`config.mk`:
```
export PLATFORM = sky130hd
export DESIGN_NAME = ctrl_enc
export DESIGN_NICKNAME = d
export VERILOG_FILES = /design/src/hw/enc_pkg.sv /design/src/hw/enc_debounce.sv /design/src/hw/enc_quad.sv /design/src/hw/enc_period.sv /design/src/hw/ctrl_enc.sv
export SDC_FILE = /design/constraint.sdc
export NUM_CORES = 2
export LEC_CHECK = 0
export BUFFER_PORTS_ARGS = -buffer_cell sky130_fd_sc_hd__buf_4
export CELL_PAD_IN_SITES_DETAIL_PLACEMENT = 0
export CELL_PAD_IN_SITES_GLOBAL_PLACEMENT = 1
export CORE_UTILIZATION = 25
export CTS_CLUSTER_SIZE = 25
export DETAILED_ROUTE_END_ITERATION = 8
export MAX_ROUTING_LAYER = met4
export PLACE_DENSITY_LB_ADDON = 0.1
export SYNTH_ARGS = -nofsm -noshare
export SYNTH_HDL_FRONTEND = slang
export SYNTH_SLANG_ARGS = --single-unit
```
`constraint.sdc`:
```
create_clock -name sysclk -period 13.27 [get_ports sysclk]
set_input_delay 0 -clock sysclk [delete_from_list [all_inputs] [get_ports sysclk]]
set_output_delay 0 -clock sysclk [all_outputs]
set_load 0.005 [all_outputs]
```
`src/hw/enc_pkg.sv`:
```
/*
 * shared definitions for the quadrature encoder block
 *   sizes, filter length, reset preload and block select
 *   register offset enum
 *   write port bundle and per-channel measurement bundle
 */

package enc_pkg;

    // --------------------
    // sizes and constants
    // --------------------
    localparam int NUM_CHANNELS = 4;                   // encoder channels on the board
    localparam int CH_W         = $clog2(NUM_CHANNELS); // channel index width
    localparam int DEB_CYCLES   = 4;                   // stable cycles before filt follows
    localparam int DEB_CNT_W    = $clog2(DEB_CYCLES + 1);

    localparam logic [23:0] PRELOAD_RESET = 24'h800000; // half scale
    localparam logic [3:0]  ADDR_MAIN     = 4'h4;       // addr[15:12] of this block
    localparam logic [30:0] RUN_MAX       = '1;         // running timer saturation

    // register offset, addr[3:0]
    typedef enum logic [3:0] {
        OFF_ENC_LOAD  = 4'd4,  // preload
        OFF_ENC_DATA  = 4'd5,  // position count
        OFF_PER_DATA  = 4'd6,  // full period
        OFF_QTR1_DATA = 4'd7,  // latest quarter period
        OFF_QTR5_DATA = 4'd8,  // quarter period four edges back
        OFF_RUN_DATA  = 4'd9   // running time
    } reg_offset_e;

    // --------------------
    // bundles
    // --------------------
    // write port from the register file master
    typedef struct packed {
        logic [15:0] waddr;
        logic [31:0] wdata;
        logic        wen;
    } reg_wr_t;

    // velocity results, bit 31 = dir at last edge, 30..0 = sysclk cycles
    typedef struct packed {
        logic [31:0] perd;
        logic [31:0] qtr1;
        logic [31:0] qtr5;
        logic [31:0] run;
    } enc_meas_t;

endpackage

```
`src/hw/enc_debounce.sv`:
```
/*
 * encoder line filter
 *   two-flop synchronizer for the asynchronous input
 *   stability counter, output follows after DEB_CYCLES stable cycles
 */

`timescale 1ns/1ps

module enc_debounce import enc_pkg::*; (
    input  logic sysclk,
    input  logic reset,   // sync, active low
    input  logic raw,     // asynchronous encoder line
    output logic filt     // filtered line
);

    logic                 sync_0;      // first sync stage
    logic                 sync_1;      // second sync stage, safe to use
    logic [DEB_CNT_W-1:0] stable_cnt;  // cycles sync_1 has differed from filt
    logic [DEB_CNT_W-1:0] cnt_next;

    assign cnt_next = stable_cnt + 1'b1;

    always_ff @(posedge sysclk) begin
        if (!reset) begin
            sync_0     <= 1'b0;
            sync_1     <= 1'b0;
            stable_cnt <= '0;
            filt       <= 1'b0;
        end else begin
            sync_0 <= raw;
            sync_1 <= sync_0;

            if (sync_1 == filt) begin
                stable_cnt <= '0;                     // no change pending, glitch dropped
            end else if (cnt_next == DEB_CNT_W'(DEB_CYCLES)) begin
                filt       <= sync_1;                 // held long enough
                stable_cnt <= '0;
            end else begin
                stable_cnt <= cnt_next;
            end
        end
    end

endmodule

```
`src/hw/enc_quad.sv`:
```
/*
 * 4x quadrature decoder
 *   gray-code step detect on the filtered A/B pair
 *   24-bit up/down position count with sticky overflow in bit 24
 *   preload on set, direction of the latest step
 */

`timescale 1ns/1ps

module enc_quad import enc_pkg::*; (
    input  logic        sysclk,
    input  logic        reset,    // sync, active low
    input  logic        a,        // filtered A
    input  logic        b,        // filtered B
    input  logic        set,      // one-cycle preload strobe
    input  logic [23:0] preload,
    output logic [24:0] count,    // bit 24 = overflow/underflow
    output logic        dir       // 1 = forward, A leads B
);

    logic [1:0]  ab_prev;   // pair from last cycle
    logic [1:0]  ab_cur;
    logic        step_up;
    logic        step_dn;
    logic        dir_q;     // direction of last legal step
    logic [24:0] inc_sum;   // bit 24 = carry out
    logic [24:0] dec_diff;  // bit 24 = borrow

    assign ab_cur = {a, b};

    // --------------------
    // step decode
    // --------------------
    // forward sequence 00 -> 10 -> 11 -> 01 -> 00
    always_comb begin
        step_up = 1'b0;
        step_dn = 1'b0;
        case ({ab_prev, ab_cur})
            4'b00_10, 4'b10_11, 4'b11_01, 4'b01_00: step_up = 1'b1;
            4'b00_01, 4'b01_11, 4'b11_10, 4'b10_00: step_dn = 1'b1;
            default: ;  // no move, or illegal double step
        endcase
    end

    // current step direction, so a same-cycle period update sees it
    assign dir = step_up ? 1'b1 : (step_dn ? 1'b0 : dir_q);

    assign inc_sum  = {1'b0, count[23:0]} + 25'd1;
    assign dec_diff = {1'b0, count[23:0]} - 25'd1;

    // --------------------
    // position counter
    // --------------------
    always_ff @(posedge sysclk) begin
        if (!reset) begin
            ab_prev <= 2'b00;                   // matches filter reset
            count   <= {1'b0, PRELOAD_RESET};
            dir_q   <= 1'b0;
        end else begin
            ab_prev <= ab_cur;

            if (step_up || step_dn)
                dir_q <= step_up;

            if (set)
                count <= {1'b0, preload};       // load wins over a step, clears ovf
            else if (step_up)
                count <= {count[24] | inc_sum[24], inc_sum[23:0]};
            else if (step_dn)
                count <= {count[24] | dec_diff[24], dec_diff[23:0]};
        end
    end

endmodule

```
`src/hw/enc_period.sv`:
```
/*
 * encoder velocity measurement
 *   running timer since the last A or B edge, saturating
 *   latest and four-back quarter periods, full period over four quarters
 *   direction tag in bit 31 of every result
 */

`timescale 1ns/1ps

module enc_period import enc_pkg::*; (
    input  logic      sysclk,
    input  logic      reset,   // sync, active low
    input  logic      a,       // filtered A
    input  logic      b,       // filtered B
    input  logic      dir,     // direction of the current step
    output enc_meas_t meas
);

    logic [1:0]  ab_prev;
    logic        trans;       // any edge on A or B
    logic [30:0] timer;       // cycles since last edge
    logic [30:0] interval;    // finished quarter period
    logic [30:0] hist [4];    // [0] newest .. [3] oldest
    logic [32:0] sum;         // four quarters, before saturation
    logic [30:0] perd_cnt;
    logic        dir_last;    // dir at the last edge

    assign trans = ({a, b} != ab_prev);

    // timer counts the cycle of the edge too
    assign interval = (timer == RUN_MAX) ? RUN_MAX : timer + 31'd1;

    // newest interval plus the three that stay in the history
    assign sum = 33'(interval) + 33'(hist[0]) + 33'(hist[1]) + 33'(hist[2]);

    // --------------------
    // timer
    // --------------------
    always_ff @(posedge sysclk) begin
        if (!reset) begin
            ab_prev <= 2'b00;
            timer   <= '0;
        end else begin
            ab_prev <= {a, b};
            if (trans)
                timer <= '0;              // restart at each edge
            else if (timer != RUN_MAX)
                timer <= timer + 31'd1;   // hold at max when stopped
        end
    end

    // --------------------
    // history and results
    // --------------------
    always_ff @(posedge sysclk) begin
        if (!reset) begin
            for (int i = 0; i < 4; i++)
                hist[i] <= '0;
            perd_cnt <= '0;
            dir_last <= 1'b0;
        end else if (trans) begin
            hist[0] <= interval;
            for (int i = 1; i < 4; i++)
                hist[i] <= hist[i-1];     // shift toward oldest
            perd_cnt <= (sum > {2'b00, RUN_MAX}) ? RUN_MAX : sum[30:0];
            dir_last <= dir;
        end
    end

    // all fields tagged with the same dir
    assign meas.perd = {dir_last, perd_cnt};
    assign meas.qtr1 = {dir_last, hist[0]};
    assign meas.qtr5 = {dir_last, hist[3]};
    assign meas.run  = {dir_last, timer};    // live

endmodule

```
`src/hw/ctrl_enc.sv`:
```
/*
 * encoder block top level
 *   per-channel line filters, position counters and period meters
 *   preload registers and one-cycle set pulses from register writes
 *   combinational read decode by channel and offset
 */

`timescale 1ns/1ps

module ctrl_enc import enc_pkg::*; (
    input  logic                    sysclk,
    input  logic                    reset,      // sync, active low
    input  logic [NUM_CHANNELS-1:0] enc_a,      // raw A lines, async
    input  logic [NUM_CHANNELS-1:0] enc_b,      // raw B lines, async
    input  logic [15:0]             reg_raddr,
    output logic [31:0]             reg_rdata,  // valid same cycle as raddr
    input  reg_wr_t                 wr
);

    // --------------------
    // local signals
    // --------------------
    logic [NUM_CHANNELS-1:0] enc_a_filt;
    logic [NUM_CHANNELS-1:0] enc_b_filt;
    logic [NUM_CHANNELS-1:0] dir;          // step direction per channel
    logic [NUM_CHANNELS-1:0] set_enc;      // preload strobe per channel

    logic [23:0]             preload    [NUM_CHANNELS];
    logic [24:0]             quad_count [NUM_CHANNELS];  // ovf in msb
    enc_meas_t               meas       [NUM_CHANNELS];

    // write side
    logic [3:0]              wr_chan;      // 1..4 on the bus
    logic [CH_W-1:0]         wr_idx;       // 0..3 internally
    logic                    load_hit;

    // read side
    logic [3:0]              rd_chan;
    logic [CH_W-1:0]         rd_idx;
    logic                    rd_ok;
    reg_offset_e             rd_off;

    // bus channel numbers start at 1
    function automatic logic chan_ok(input logic [3:0] ch);
        return (ch != 4'd0) && (ch <= 4'(NUM_CHANNELS));
    endfunction

    // --------------------
    // channel datapath
    // --------------------
    for (genvar i = 0; i < NUM_CHANNELS; i++) begin : g_chan
        enc_debounce i_filt_a (
            .sysclk (sysclk),
            .reset  (reset),
            .raw    (enc_a[i]),
            .filt   (enc_a_filt[i])
        );

        enc_debounce i_filt_b (
            .sysclk (sysclk),
            .reset  (reset),
            .raw    (enc_b[i]),
            .filt   (enc_b_filt[i])
        );

        // position
        enc_quad i_quad (
            .sysclk  (sysclk),
            .reset   (reset),
            .a       (enc_a_filt[i]),
            .b       (enc_b_filt[i]),
            .set     (set_enc[i]),
            .preload (preload[i]),
            .count   (quad_count[i]),
            .dir     (dir[i])
        );

        // velocity, 4/dT style
        enc_period i_period (
            .sysclk (sysclk),
            .reset  (reset),
            .a      (enc_a_filt[i]),
            .b      (enc_b_filt[i]),
            .dir    (dir[i]),
            .meas   (meas[i])
        );
    end

    // --------------------
    // preload writes
    // --------------------
    assign wr_chan  = wr.waddr[7:4];
    assign wr_idx   = CH_W'(wr_chan - 4'd1);
    assign load_hit = wr.wen && (wr.waddr[15:12] == ADDR_MAIN) &&
                      (reg_offset_e'(wr.waddr[3:0]) == OFF_ENC_LOAD) && chan_ok(wr_chan);

    always_ff @(posedge sysclk) begin
        if (!reset) begin
            set_enc <= '0;
            for (int i = 0; i < NUM_CHANNELS; i++)
                preload[i] <= PRELOAD_RESET;   // half scale
        end else begin
            set_enc <= '0;                     // strobe lasts one cycle
            if (load_hit) begin
                preload[wr_idx] <= wr.wdata[23:0];
                set_enc[wr_idx] <= 1'b1;
            end
        end
    end

    // --------------------
    // read decode
    // --------------------
    // no block select check here, upstream mux does that
    assign rd_chan = reg_raddr[7:4];
    assign rd_idx  = CH_W'(rd_chan - 4'd1);
    assign rd_ok   = chan_ok(rd_chan);
    assign rd_off  = reg_offset_e'(reg_raddr[3:0]);

    always_comb begin
        reg_rdata = '0;
        if (rd_ok) begin
            case (rd_off)
                OFF_ENC_LOAD:  reg_rdata = {8'd0, preload[rd_idx]};
                OFF_ENC_DATA:  reg_rdata = {7'd0, quad_count[rd_idx]};
                OFF_PER_DATA:  reg_rdata = meas[rd_idx].perd;
                OFF_QTR1_DATA: reg_rdata = meas[rd_idx].qtr1;
                OFF_QTR5_DATA: reg_rdata = meas[rd_idx].qtr5;
                OFF_RUN_DATA:  reg_rdata = meas[rd_idx].run;
                default:       reg_rdata = '0;  // unused offset
            endcase
        end
    end

endmodule

```
==> flow_summary.rst <==
.. list-table::
   :header-rows: 1

   * - Metric
     - Value
   * - WS Path Type
     - flip-flop to flip-flop
   * - Total wire length after detailed routing
     - 258000 um
   * - CTS resizes
     - 0
   * - Fraction of the cycle the final worst path needs
     - 0.783
   * - Post-synth cell types
     - 84
   * - Sum of overflow across all layers after global routing
     - 0
   * - H-Tree Level Count
     - 4
   * - Number of buffers on the longest clock path
     - 3
   * - Critical path data required time
     - 14.00 ns
   * - Result of the run
     - finished clean
   * - Starting Density
     - 0.252
   * - Cell leakage power
     - 30.1 nW
   * - Pin count of the biggest net entering global routing
     - 86
   * - Type of element launching the critical path
     - flip-flop
   * - Critical register-to-register path startpoint
     - g_chan[2].i_period.timer[0]
   * - Slowest cell delay on critical path
     - 0.84 ns
   * - Number of buffers added to fix hold violations after cts
     - 52
   * - Data arrival time of the critical path
     - 11.12 ns
   * - WL/cell
     - 26.2 um
   * - Number of cells traversed by the worst hold path
     - 3
   * - Number of vias after detailed routing
     - 47900
   * - Horizontal die dimension
     - 501 um
   * - Post-detailed-route via-to-cell ratio
     - 4.87
   * - Slew Limit Headroom
     - 0.0735
   * - Most common cell after layout, fill and taps aside
     - sky130_fd_sc_hd__nor2_1
   * - Boundary pin count
     - 107
   * - Endpoint kind of the worst setup timing path
     - flip-flop
   * - Peak supply drop
     - 0.0927 mV
   * - RSZ-0062 raised after global routing
     - no
   * - FMAX
     - 96.2 MHz
   * - Clock latency reported for the late side of the worst-skew pair
     - 0.83 ns
   * - Clock skew after layout
     - 0.0435 ns
   * - Critical register-to-register path endpoint
     - g_chan[2].i_period.perd_cnt[5]
   * - Number of enable flip-flop cells after synthesis
     - 592
   * - Hold Crit Start
     - wr[15]
   * - Aggregate global-route resource usage
     - 0.209
   * - Synthesized instance count
     - 6331
   * - Proportion of layout cells with a drive suffix above 1
     - 0.111
   * - Final slew viol count
     - 0
   * - Placed wire-length estimate after detailed placement
     - 198000 um
   * - Register clock-pin slew on the reported worst setup and hold paths
     - 0.06 ns
   * - Core area
     - 247000 um2
   * - First-pass detailed-route iteration total
     - 5
   * - CTS tree
     - yes
   * - Total clock buffers created by CTS
     - 138
   * - Total number of placement rows
     - 182
   * - Worst-case hold slack
     - 0.0464 ns
   * - Hold Vio Cnt, Final
     - 0
   * - Cell type of the slowest stage on the worst timing path
     - sky130_fd_sc_hd__nor3_1
   * - Vias in the first global route
     - 47200
   * - Type of the worst min-delay path
     - input pin to flip-flop
   * - Setup TNS
     - 0 ns
   * - Total of flip-flops plus latches after synthesis
     - 1008
   * - Number of nets in the final layout
     - 6914
   * - Worst reg2reg setup slack
     - 2.88 ns
   * - Sinks on Clock Net
     - 1008
   * - Setup Fix Bufs, Post-CTS
     - 0
   * - Initial antenna violation count
     - 9
   * - Worst hold path endpoint
     - preload[2][14]
   * - Total power density per cell area
     - 116 nW/um2
   * - Async set-reset flop share out of synthesis
     - 0
   * - CTS Root Cell
     - sky130_fd_sc_hd__clkbuf_16
   * - Die extent in y
     - 501 um
   * - Synthesized Nets
     - 6840
   * - Final critical delay including setup and external delays
     - 10.39 ns
   * - Worst-path maximum fanout
     - 31
   * - Tightest Pin Transition
     - 1.39 ns
   * - Final weighted congestion in routability-driven placement
     - 0.864
   * - Number of failing setup endpoints in the final timing report
     - 0
   * - Top library cells by usage in the layout, fill and taps aside
     - sky130_fd_sc_hd__nor2_1 (833), sky130_fd_sc_hd__inv_1 (691), sky130_fd_sc_hd__edfxtp_1 (592)
   * - Die area
     - 251000 um2
   * - Yosys Warn Count
     - 0
   * - Top_reg_cell synth
     - sky130_fd_sc_hd__edfxtp_1
   * - Relative area change from synthesis to final layout
     - 15.8%
   * - DRC Markers
     - 0
   * - ANT nets after route
     - 0
   * - Count of non-filler cells in the finished layout
     - 9840
   * - Global-route wire length before repair
     - 364000 um
   * - R2R depth
     - 29
   * - Count of placed standard cells including taps
     - 9525
   * - Post-Synthesis Mean Instance Area
     - 9.82 um2
   * - Port buffer count
     - 86
   * - Number of DRC violations after detailed-routing iteration 0
     - 3401
   * - Share of the yosys chip area belonging to registers
     - 0.420
   * - Cell area after synthesis
     - 62200 um2
   * - Max-capacitance violation count
     - 0
kinds of logic (layout without fill, tap and decap cells):
logic type	count (synthesis)	count (layout)	synth area share
other	0	6	0
and+or+nand+nor	2034	2034	0.156
adders and majority gates	434	434	0.103
buffers and inverters	993	1184	0.0603
muxes	212	212	0.0692
AOI/OAI and AO/OA	1237	1237	0.133
DFF	1008	1008	0.420
xor gates and xnor gates	413	413	0.0583
layer usage:
| layer | vias to the layer above | GRT usage | wire, um |
|---|---|---|---|
| met5 | - | - | 0 |
| met4 | 0 | 0.0518 | 6570 |
| met3 | 251 | 0.0229 | 8460 |
| met2 | 902 | 0.361 | 130000 |
| met1 | 24100 | 0.259 | 113000 |
| li1 | 22600 | - | - |
state kept, by name, summed over array words and instances, names as in the netlist, 12 cells and up:
signal                      flops
g_chan.i_quad.count           100
g_chan.i_filt_b.stable_cnt     12
g_chan.i_period.perd_cnt      124
preload                        96
g_chan.i_period.hist          496
g_chan.i_period.timer         124
g_chan.i_filt_a.stable_cnt     12
metrics by stage:
stage	setup WS [ns]	utilization	area, um2	power [mW]
2_1_floorplan	6.34	-	62200	4.15
3_3_place_gp	3.22	0.271	66800	4.52
3_5_place_dp	3.22	0.271	66800	4.51
4_1_cts	3.13	0.292	72000	8.45
5_1_grt	2.28	0.292	72000	8.66
6_report	2.88	0.292	72000	8.33
critical path: cells and delay by family, from the launching register on:
family | cells | cell delay, ns
buffers and inverters | 2 | 0.47
xor gates and xnor gates | 1 | 0.08
and+or+nand+nor | 11 | 4.21
AOI/OAI and AO/OA | 10 | 3.25
adders and majority gates | 5 | 1.65
DFF | 1 | 0.55
how the worst max path moves through the flow:
stage | slack [ns] | cells after the start | end | start
2_1_floorplan | 6.34 | 30 | g_chan[1].i_period.perd_cnt[10] | g_chan[1].i_period.timer[0]
3_3_place_gp | 3.22 | 34 | g_chan[3].i_period.perd_cnt[12] | g_chan[3].i_period.timer[0]
3_5_place_dp | 3.22 | 29 | g_chan[0].i_period.perd_cnt[13] | g_chan[0].i_period.timer[0]
4_1_cts | 3.13 | 29 | g_chan[2].i_period.perd_cnt[5] | g_chan[2].i_period.timer[0]
5_1_grt | 2.28 | 29 | g_chan[2].i_period.perd_cnt[4] | g_chan[2].i_period.timer[0]
6_report | 2.88 | 29 | g_chan[2].i_period.perd_cnt[5] | g_chan[2].i_period.timer[0]
power by group:
part	switching [mW]	internal, mW
combinational	0.630	0.373
sequential	0.0673	3.38
clock	1.60	2.28
cells in the mapped netlist, drive strengths merged (10+ instances only):
library cell,number,area (um2)
ha,302,3780
a21oi,399,2000
o22ai,14,87.6
a21boi,12,90.1
and4,13,114
a2111oi,10,113
edfxtp,592,17800
a21o,108,811
nand2b,39,244
nor4,41,263
and3,210,1310
fa,132,2640
nor2,838,3150
nor3b,11,82.6
nor3,93,465
a221oi,11,96.3
mux2i,36,360
or2,15,93.8
a211oi,37,278
o21a,37,278
a31oi,69,432
o211a,12,120
mux4,174,3920
or3,36,225
and2,171,1070
nand2,291,1090
inv,691,2590
xor2,177,1560
nand4,50,313
o21ai,199,996
dfxtp,416,8330
xnor2,236,2070
or4,17,128
clkbuf,259,972
nor2b,41,257
nand3,149,746
o31ai,17,128
buf,42,178
o221a,94,1060
o211ai,23,173
o21bai,28,210
a22oi,89,668
final cells by class:
| class | count | area [um2] |
|---|---|---|
| diodes | 6 | 15.0 |
| clock buffers | 194 | 3900 |
| clock inverters | 63 | 709 |
| fillers | 25900 | 175000 |
| inverters | 692 | 2600 |
| multi-input cells | 4330 | 32600 |
| flip-flops and latches | 1008 | 26100 |
| well taps | 3312 | 4140 |
| repair buffers | 235 | 1950 |
Note: power is estimated with default switching activity, not from simulation.
